**config.mk**
```make
export PLATFORM = sky130hd
export DESIGN_NAME = rns_ex_stage
export DESIGN_NICKNAME = d
export VERILOG_FILES = /design/src/hw/rns_pkg.sv /design/src/hw/rns_alu.sv /design/src/hw/rns_ex_stage.sv /design/src/hw/rns_mod_reduce.sv /design/src/hw/rns_operand_prep.sv /design/src/hw/rns_pipe_ctrl.sv
export VERILOG_INCLUDE_DIRS = /design/src /design/src/hw
export SDC_FILE = /design/constraint.sdc
export NUM_CORES = 1
export LEC_CHECK = 0
export ABC_AREA = 1
export BUFFER_PORTS_ARGS = -buffer_cell sky130_fd_sc_hd__buf_2
export CAP_MARGIN = 20
export CELL_PAD_IN_SITES_DETAIL_PLACEMENT = 0
export CELL_PAD_IN_SITES_GLOBAL_PLACEMENT = 1
export CORE_UTILIZATION = 51
export CTS_BUF_LIST = sky130_fd_sc_hd__clkbuf_4 sky130_fd_sc_hd__clkbuf_8
export DETAILED_ROUTE_END_ITERATION = 16
export GPL_TIMING_DRIVEN = 0
export PLACE_DENSITY = 0.9
export SYNTH_ARGS = -nofsm -noshare
export SYNTH_HDL_FRONTEND = slang
export SYNTH_HIERARCHICAL = 1
export SYNTH_SLANG_ARGS = --single-unit
```
**constraint.sdc**
```tcl
create_clock -name clk -period 12.7 [get_ports clk]
set_input_delay 1.27 -clock clk [delete_from_list [all_inputs] [get_ports clk]]
set_output_delay 1.27 -clock clk [all_outputs]
set_load 0.02 [all_outputs]
```
**src/hw/rns_macros.svh**
```systemverilog
//================================================
// Residue number system widths and moduli
//================================================

`ifndef RNS_MACROS_SVH
`define RNS_MACROS_SVH

// One residue of either channel
`define RNS_RES_W   8

// Raw sum or product before reduction
`define RNS_PROD_W  16

// Channel A modulus, reduction is a plain truncation
`define RNS_MOD_A   256

// Channel B modulus, 2^7 + 1
`define RNS_MOD_B   129

`endif

```
**src/hw/rns_pkg.sv**
```systemverilog
//================================================
// Residue execute stage types
//================================================

`include "rns_macros.svh"

package rns_pkg;

    // One residue, wide enough for both moduli
    typedef logic [`RNS_RES_W-1:0] residue_t;

    // Unreduced result of the arithmetic step
    typedef logic [`RNS_PROD_W-1:0] product_t;

    // Decoded operation, shared by both channels
    typedef enum logic [1:0] {
        OP_ADD = 2'd0,  // a + b
        OP_SUB = 2'd1,  // a + (-b)
        OP_MUL = 2'd2   // a * b
    } alu_op_e;

endpackage

```
**src/hw/rns_alu.sv**
```systemverilog
//================================================
// One residue channel of the execute stage
//================================================

`timescale 1ns/1ps
`include "rns_macros.svh"

module rns_alu import rns_pkg::*; #(
    parameter int MODULUS = `RNS_MOD_A    // 256 or 129
) (
    input  logic     clk,
    input  logic     reset,
    input  logic     s1_load,
    input  logic     s2_load,
    input  alu_op_e  op,
    input  residue_t a,
    input  residue_t b,
    output residue_t y
);

    residue_t opa;          // Prepared operands
    residue_t opb;

    residue_t s1_a;         // Stage 1 registers
    residue_t s1_b;
    alu_op_e  s1_op;

    product_t raw;          // Unreduced sum or product
    residue_t fit;          // Reduced into the channel range

    residue_t s2_y;         // Stage 2 result register

    rns_operand_prep #(
        .MODULUS (MODULUS)
    ) prep_i (
        .a   (a),
        .b   (b),
        .op  (op),
        .opa (opa),
        .opb (opb)
    );

    // Operation is the only control state held in the channel
    always_ff @(posedge clk) begin
        if (reset) begin
            s1_op <= OP_ADD;
        end else if (s1_load) begin
            s1_op <= op;
        end
    end

    always_ff @(posedge clk) begin
        if (s1_load) begin
            s1_a <= opa;
            s1_b <= opb;
        end
    end

    // Subtraction arrives here as an addition of the inverse
    always_comb begin
        if (s1_op == OP_MUL) begin
            raw = product_t'(s1_a) * product_t'(s1_b);
        end else begin
            raw = product_t'(s1_a) + product_t'(s1_b);
        end
    end

    rns_mod_reduce #(
        .MODULUS (MODULUS)
    ) reduce_i (
        .value (raw),
        .res   (fit)
    );

    always_ff @(posedge clk) begin
        if (s2_load) begin
            s2_y <= fit;
        end
    end

    assign y = s2_y;

    // Stage 2 only ever loads from a stage 1 that pipe control has filled
    a_s2_known: assert property (
        @(posedge clk) disable iff (reset)
        s2_load |-> !$isunknown(fit)
    ) else $error("alu mod %0d: stage 2 loaded an unknown result", MODULUS);

endmodule

```
**src/hw/rns_ex_stage.sv**
```systemverilog
//================================================
// Residue execute stage top
//================================================

`timescale 1ns/1ps
`include "rns_macros.svh"

module rns_ex_stage import rns_pkg::*; (
    input  logic     clk,
    input  logic     reset,

    // Operand side
    input  logic     in_valid,
    output logic     in_ready,
    input  alu_op_e  op,
    input  residue_t a_r256,
    input  residue_t a_r129,
    input  residue_t b_r256,
    input  residue_t b_r129,

    // Result side
    output logic     out_valid,
    input  logic     out_ready,
    output residue_t y_r256,
    output residue_t y_r129
);

    logic s1_load;      // Shared by both channels so they stay in lockstep
    logic s2_load;

    rns_pipe_ctrl ctrl_i (
        .clk       (clk),
        .reset     (reset),
        .in_valid  (in_valid),
        .in_ready  (in_ready),
        .out_valid (out_valid),
        .out_ready (out_ready),
        .s1_load   (s1_load),
        .s2_load   (s2_load)
    );

    rns_alu #(
        .MODULUS (`RNS_MOD_A)
    ) alu_r256_i (
        .clk     (clk),
        .reset   (reset),
        .s1_load (s1_load),
        .s2_load (s2_load),
        .op      (op),
        .a       (a_r256),
        .b       (b_r256),
        .y       (y_r256)
    );

    rns_alu #(
        .MODULUS (`RNS_MOD_B)
    ) alu_r129_i (
        .clk     (clk),
        .reset   (reset),
        .s1_load (s1_load),
        .s2_load (s2_load),
        .op      (op),
        .a       (a_r129),
        .b       (b_r129),
        .y       (y_r129)
    );

endmodule

```
**src/hw/rns_mod_reduce.sv**
```systemverilog
//================================================
// Modular reduction of a raw result
//================================================

`timescale 1ns/1ps
`include "rns_macros.svh"

module rns_mod_reduce import rns_pkg::*; #(
    parameter int MODULUS = `RNS_MOD_A    // 256 or 129
) (
    input  product_t value,
    output residue_t res
);

    generate
        if (MODULUS == `RNS_MOD_A) begin : g_trunc
            assign res = value[`RNS_RES_W-1:0];   // Drop everything above 2^8

        end else begin : g_fold_129
            localparam int LOW_W  = 7;                       // 2^7 is -1 mod 129
            localparam int HIGH_W = `RNS_PROD_W - LOW_W;
            localparam int DIFF_W = HIGH_W + 2;              // Room for the sign

            logic        [LOW_W-1:0]  low_digit;
            logic        [HIGH_W-1:0] high_part;
            logic signed [DIFF_W-1:0] low_ext;
            logic signed [DIFF_W-1:0] high_ext;
            logic signed [DIFF_W-1:0] diff;

            assign low_digit = value[LOW_W-1:0];
            assign high_part = value[`RNS_PROD_W-1:LOW_W];

            assign low_ext  = {{(DIFF_W-LOW_W){1'b0}}, low_digit};
            assign high_ext = {2'b00, high_part};

            // value = high * 128 + low, which is low - high mod 129
            assign diff = low_ext - high_ext;

            // For value up to 128*128 the difference is at least -128
            assign res = diff[DIFF_W-1] ? residue_t'(diff + MODULUS)
                                        : residue_t'(diff);
        end
    endgenerate

    // Holds only while callers keep value within the folding range
    a_res_range: assert final (int'(res) < MODULUS)
        else $error("mod reduce: value %0d gave %0d, not below %0d",
                    value, res, MODULUS);

endmodule

```
**src/hw/rns_operand_prep.sv**
```systemverilog
//================================================
// Residue operand preparation
//================================================

`timescale 1ns/1ps
`include "rns_macros.svh"

module rns_operand_prep import rns_pkg::*; #(
    parameter int MODULUS = `RNS_MOD_A    // 256 or 129
) (
    input  residue_t a,
    input  residue_t b,
    input  alu_op_e  op,
    output residue_t opa,
    output residue_t opb
);

    residue_t a_fit;    // Operands brought into range
    residue_t b_fit;

    generate
        if (MODULUS == `RNS_MOD_B) begin : g_fold
            // An 8 bit raw value can exceed 128 by at most one modulus
            assign a_fit = (a >= residue_t'(MODULUS)) ? a - residue_t'(MODULUS) : a;
            assign b_fit = (b >= residue_t'(MODULUS)) ? b - residue_t'(MODULUS) : b;
        end else begin : g_pass
            assign a_fit = a;   // Every 8 bit value is a valid mod 256 residue
            assign b_fit = b;
        end
    endgenerate

    always_comb begin
        opa = a_fit;
        opb = b_fit;
        if (op == OP_SUB && b_fit != '0) begin
            opb = residue_t'(MODULUS - int'(b_fit));  // Additive inverse of b
        end
    end

    // Subtraction then reuses the adder in the channel
    a_opa_range: assert final (int'(opa) < MODULUS)
        else $error("operand prep: opa %0d not below modulus %0d", opa, MODULUS);

    a_opb_range: assert final (int'(opb) < MODULUS)
        else $error("operand prep: opb %0d not below modulus %0d", opb, MODULUS);

endmodule

```
**src/hw/rns_pipe_ctrl.sv**
```systemverilog
//================================================
// Two stage pipeline handshake control
//================================================

`timescale 1ns/1ps

module rns_pipe_ctrl (
    input  logic clk,
    input  logic reset,
    input  logic in_valid,
    output logic in_ready,
    output logic out_valid,
    input  logic out_ready,
    output logic s1_load,
    output logic s2_load
);

    logic s1_valid;     // Stage 1 holds prepared operands
    logic s2_valid;     // Stage 2 holds a finished result

    // Stage 2 takes the stage 1 item when empty or when it drains this cycle
    assign s2_load = s1_valid && (!s2_valid || out_ready);

    // Stage 1 accepts when empty or when its item moves on
    assign in_ready = !s1_valid || s2_load;
    assign s1_load  = in_valid && in_ready;

    assign out_valid = s2_valid;

    always_ff @(posedge clk) begin
        if (reset) begin
            s1_valid <= 1'b0;
            s2_valid <= 1'b0;
        end else begin
            if (s1_load) begin
                s1_valid <= 1'b1;
            end else if (s2_load) begin
                s1_valid <= 1'b0;       // Moved on with nothing behind it
            end

            if (s2_load) begin
                s2_valid <= 1'b1;
            end else if (out_ready) begin
                s2_valid <= 1'b0;       // Result taken downstream
            end
        end
    end

    // A stalled result must stay offered until the sink takes it
    a_out_hold: assert property (
        @(posedge clk) disable iff (reset)
        out_valid && !out_ready |=> out_valid
    ) else $error("pipe ctrl: out_valid dropped while out_ready low");

    // Source keeps in_valid low in reset, and nothing is pending when reset ends
    a_no_load_in_reset: assert property (
        @(posedge clk)
        reset |-> !s1_load ##1 !s2_load
    ) else $error("pipe ctrl: stage load during reset");

endmodule

```
==> results of run 1 <==
[stage by stage]
stage                     cells  hold slack, ns  utilization (%)  setup slack [ns]  instance area [µm²]
after detailed placement   1293          0.4694            56.01             7.038                 8172
after global routing       1301          0.5369            56.84             6.663                 8293
final                      1301          0.4835            56.84             7.046                 8293
after CTS                  1301          0.4877            56.84             7.008                 8293
after global placement     1291          0.4694            55.69             7.088                 8125
after floorplan            1060          0.4465                -             7.593                 7660
[worst max path at each step]
stage	endpoint	slack, ns	cells past startpoint
final	alu_r129_i/y[2]$_DFFE_PP_	7.05	28
after global routing	alu_r129_i/y[2]$_DFFE_PP_	6.66	28
after CTS	alu_r129_i/y[6]$_DFFE_PP_	7.01	28
after detailed placement	alu_r129_i/y[6]$_DFFE_PP_	7.04	28
after global placement	alu_r129_i/y[2]$_DFFE_PP_	7.09	29
after floorplan	alu_r129_i/y[2]$_DFFE_PP_	7.59	27
[power groups by stage]
stage | Sequential (mW) | Combinational [mW] | Clock, mW
floorplan | 0.259 | 0.615 | 0
global placement | 0.250 | 0.783 | 0
detailed placement | 0.250 | 0.790 | 0
CTS | 0.246 | 0.796 | 0.131
global route | 0.248 | 0.928 | 0.137
finish | 0.246 | 0.788 | 0.127
[critical path: cells and delay by family, from the launching register on]
family,cells,cell delay (ns)
buf+inv,7,0.75
flops,1,0.37
simple gates,13,1.15
compound gates,1,0.16
xor+xnor,1,0.14
fa+ha+maj,6,2.85
[state kept, by name, indices dropped and copies added (netlist names)]
signal and flops:
alu_r129_i/y 8, ctrl_i/out_valid 1, alu_r256_i/s1_b 8, alu_r256_i/s1_op 2, alu_r129_i/s1_op 2, alu_r256_i/s1_a 8
ctrl_i/s1_valid 1, alu_r129_i/s1_a 8, alu_r129_i/s1_b 8, alu_r256_i/y 8
[layer usage]
layer  GRT usage [%]  vias to the layer above  wire (µm)
met3           3.393                       12        577
met1           30.71                     2707       7713
met5               0                        -          0
met2           34.32                      110       6853
li1                -                     3275          -
met4           4.252                        0        160
[layout by cell type (no fill, tap or decap), drive strengths merged]
master,instances
nor2,74
bufinv,1
or2,1
clkbuf,11
edfxtp,48
a21oi,28
fa,57
a211oi,2
o21bai,1
nor3,2
inv,268
nand3b,8
nand3,59
nand2,335
clkinv,1
ha,82
xnor2,9
buf,67
dfxtp,6
o21ai,23
a21boi,1
xor2,22
nor4,1
a21o,1
nand4,9
[layout make-up]
cell class / instances / area, µm² / share of cell area (%)
multi-input combinational: 715 / 4932 / 59.47
sequential: 54 / 1562 / 18.83
inverter: 268 / 1006 / 12.13
timing repair buffer: 49 / 277.8 / 3.349
tap: 184 / 230.2 / 2.776
buffer: 23 / 163.9 / 1.976
clock buffer: 6 / 82.58 / 0.9958
clock inverter: 2 / 38.79 / 0.4677
==> results.toml, run 1 <==
[status]
status = "finished clean"

[place]
routabilityCongestion = 0.8243
io_buffers = 47
dpl.hpwl_um = 12990

[power_and_ir_drop]
internal-power_mw = 0.5923
p_total_mw = 1.161
vdd_ir_drop_max_v = 0.00005709
combPwrFrac_pct = 67.9
share_seq_of_total_power_pct = 21.2
powerDensity_mw_per_mm2 = 140.0
p_sw_mw = 0.5686
swShare_pct = 48.98
power.leakage_nw = 4.835
clockPowerShare_pct = 10.9

[worst_setup_path]
reg2reg_depth = 28
crit_slowest_cell = "fa_1"
critPathRequiredTime_ns = 12.79
cp.arrival_ns = 5.74
slowest_delay_ns = 0.54
r2r-end = "alu_r129_i/y[2]$_DFFE_PP_"
worstSetupEndpointType = "flop"
r2r_start = "alu_r129_i/s1_a[1]$_DFFE_PP_"
path_class = "reg -> reg"
r2r_setup_slack_ns = 7.05
worst-path-max-fanout = 8
crit_path_start = "alu_r129_i/s1_a[1]$_DFFE_PP_"
cp_common_cell = "nand2_1"
critPathLaunchType = "flop"

[clocking]
hold_buffers = 0
root_buffer = "clkbuf_8"
clock_latency_ns = 0.34
cts_max_level = 2
clk_pin_slew_ns = 0.10
ctsResizeCount = 0
tritoncts = "done"
cts.sinks = 54
post-cts-setup-buffers = 0
cts_max_path_buffers = 2
cts_buffers = 5

[global_route]
gr-total-overflow = 0
grt_pass1_vias = 5935
grt_pass1_wl_um = 27380
grt_max_degree = 25
track_usage_pct = 21.47
antenna_found_initial = 0

[hold_path]
holdPathEnd = "alu_r129_i/s1_op[1]$_SDFFE_PP0P_"
hold-path-cell-count = 2
min_path_type = "reg -> reg"
hold_start = "alu_r129_i/s1_op[1]$_SDFFE_PP0P_"

[detailed_routing]
dr_total_vias = 6104
routedWlPerCell_um = 11.76
drc_errors = 0
drtIter0Drc = 290
drt_pass1_iterations = 5
wl_um = 15300
vias_per_cell = 4.692
drtAntennaViolNets = 0

[sta]
period_needed_ns = 5.654
slew_headroom_pct = 60.22
max_freq_mhz = 176.9
drv_slew = 0
clock-skew-final_ns = 0.009706
rsz0062_at_grt = "false"
hold_violations = 0
setup_viol = 0
fin_tns_setup_ns = 0
timing.final.crit_share_pct = 44.52
tightest_slew_ns = 0.5961

[yosys]
synth_area_mm2 = 0.007660
netlist_instances = 1060
syn-num-nets = 1237
yosys_warnings = 6
syn_avg_cell_area_um2 = 7.226

[layout]
drive_gt1_share_pct = 13.16
final_nets = 1293
syn_to_final_growth_pct = 8.265
antenna_cells = 0
fillers = 1409

[floorplanning]
die_area_mm2 = 0.01551
start_util_pct = 52.50
die_width_um = 124.6
core-area_mm2 = 0.01459
die_h_um = 124.6
row_count = 44
io_pins = 56

[flow_run]
max_cap_violations = 0
(Power assumes the default switching activity.)
==> run 2, diff against run 1 <==
ABC_AREA = 0   (was 1)
CORE_UTILIZATION = 50   (was 51)
PLACE_DENSITY = 0.84   (was 0.9)
clock period = 5.7 ns   (was 12.7 ns; I/O delays follow)
==> run 2 against run 1 <==
- final area shrank 0.68%
- via count decreased by 9.4%
- critical path type unchanged
- register-to-register slack got worse by 7.0 ns
- sequential power is 120% higher
==> results.toml, run 2 <==
[status]
status = "finished clean"

[layout]
final_nets = 1019
layout_commonest_cell = "inv_1"
antenna_cells = 0
final_core_utilization_pct = 61.23
final_cell_mix = "inv_1 (110), and2_1 (70), ha_1 (70)"
drive_gt1_share_pct = 22.30
fin_cells = 1019
syn_to_final_growth_pct = 17.22

[detailed_routing]
routedWlPerCell_um = 15.35
wl_um = 15640
drt_pass1_iterations = 4
dr_total_vias = 5529
vias_per_cell = 5.426
drc_errors = 0
drtIter0Drc = 251
drtAntennaViolNets = 0

[worst_setup_path]
worst-path-max-fanout = 7
cp.arrival_ns = 5.71
critPathRequiredTime_ns = 5.80
path_class = "reg -> reg"
critPathLaunchType = "flop"
worstSetupEndpointType = "flop"

[floorplanning]
start_util_pct = 52.23
core-area_mm2 = 0.01345
die_width_um = 120.5
die_area_mm2 = 0.01453
die_h_um = 120.5
io_pins = 56
row_count = 42

[power_and_ir_drop]
powerDensity_mw_per_mm2 = 331.5
power.leakage_nw = 3.800
vdd_ir_drop_max_v = 0.0002090

[global_route]
gr-total-overflow = 0
grt_pass1_vias = 5451
grt_pass1_wl_um = 25920
grt_max_degree = 37
track_usage_pct = 22.53
antenna_found_initial = 0

[yosys]
syn-num-nets = 924
netlist_instances = 747
yosys_warnings = 6
syn_avg_cell_area_um2 = 9.407
synth_area_mm2 = 0.007027

[clocking]
tritoncts = "done"
cts_buffers = 5
clock_latency_ns = 0.34
clk_pin_slew_ns = 0.11
cts_max_path_buffers = 2
cts_max_level = 2
root_buffer = "clkbuf_8"
cts.sinks = 54

[flow_run]
max_cap_violations = 0

[sta]
period_needed_ns = 5.614
clock-skew-final_ns = 0.01778
hold_violations = 0
slew_headroom_pct = 65.99
drv_slew = 0
fin_tns_setup_ns = 0
max_freq_mhz = 178.1
tightest_slew_ns = 0.5091
rsz0062_at_grt = "true"
setup_viol = 0
timing.final.crit_share_pct = 98.49

[place]
routabilityCongestion = 0.8706
io_buffers = 46
dpl.hpwl_um = 11910
dp_cells = 969

[hold_path]
min_path_type = "in -> reg"
==> run 2: changes by cell type in the layout (fill, tap and decap cells not counted), sizes merged, moves of 13 or more <==
cell	before	now
nor2	74	36
and2	0	75
inv	268	115
o21ai	23	36
nand2	335	48
buf	67	106
nand3	59	6
==> run 2: final cells by class <==
cell class | count | area (µm²)
Multi-Input combinational cell | 557 | 5184
Timing Repair Buffer | 88 | 564.3
Fill cell | 1144 | 5216
Sequential cell | 54 | 1562
Clock inverter | 3 | 47.55
Inverter | 113 | 424.2
Clock buffer | 5 | 68.82
Buffer | 23 | 166.4
Tap cell | 176 | 220.2
==> run 2: timing repair <==
action | in CTS | in global routing
hold buffers | 0 | 0
pin swaps | 13 | 40
endpoints found under the setup margin | 8 | 8
resized for setup | 24 | 44
buffers inserted | 23 | 19
==> run 2: final timing paths <==
path	startpoint	endpoint	slack, ns	depth (start not counted)
min reg2reg	ctrl_i/s1_valid$_SDFFE_PP0P_	ctrl_i/out_valid$_SDFFE_PP0P_	0.52	2
min	a_r256[6]	alu_r256_i/s1_a[6]$_DFFE_PP_	0.41	1
max reg2reg	alu_r129_i/s1_a[2]$_DFFE_PP_	alu_r129_i/y[3]$_DFFE_PP_	0.09	24
max	alu_r129_i/s1_a[2]$_DFFE_PP_	alu_r129_i/y[3]$_DFFE_PP_	0.09	24
==> run 2: report_power, final <==
group          internal [mW]  leakage, nW  total (mW)  switching (mW)
sequential             0.503        0.513       0.535          0.0321
combinational          0.910         3.23        1.92            1.01
clock                  0.134       0.0591       0.278           0.144
total                   1.55         3.80        2.73            1.18
==> run 2: routing by layer <==
layer	part of all wire, %	GRT usage, %	wire length, µm	up-vias
li1	-	-	-	2696
met1	48	31.61	7520	2690
met2	46	36.64	7198	123
met3	4.4	3.113	687	20
met4	1.5	5.787	235	0
met5	0	0	0	-
==> run 2: worst max-delay path, cell delays in order (launching register included) <==
cell,delay [ns]
edfxtp_1,0.55
nand2_1,0.12
fa_1,0.49
fa_1,0.54
inv_2,0.05
fa_1,0.47
inv_1,0.05
fa_1,0.49
inv_2,0.05
ha_4,0.29
nand3_2,0.05
o211ai_1,0.27
buf_4,0.20
o21ai_1,0.07
a21oi_2,0.16
a31oi_2,0.07
inv_2,0.10
ha_1,0.22
nor2b_2,0.17
o2111ai_4,0.29
a21oi_4,0.11
o21ai_4,0.24
buf_6,0.16
nand2_4,0.05
xnor2_2,0.12
==> run 2: per-stage QoR <==
step	hold WS [ns]	instance area (µm²)	setup slack [ns]	total power, mW
floorplan	0.4613	7027	0.2750	1.684
global placement	0.4754	7477	-0.4270	1.979
detailed placement	0.4939	7477	-0.4636	2.013
CTS	0.3959	7906	0.01081	2.481
global route	0.3852	8237	-0.1610	2.964
finish	0.4066	8237	0.08617	2.730
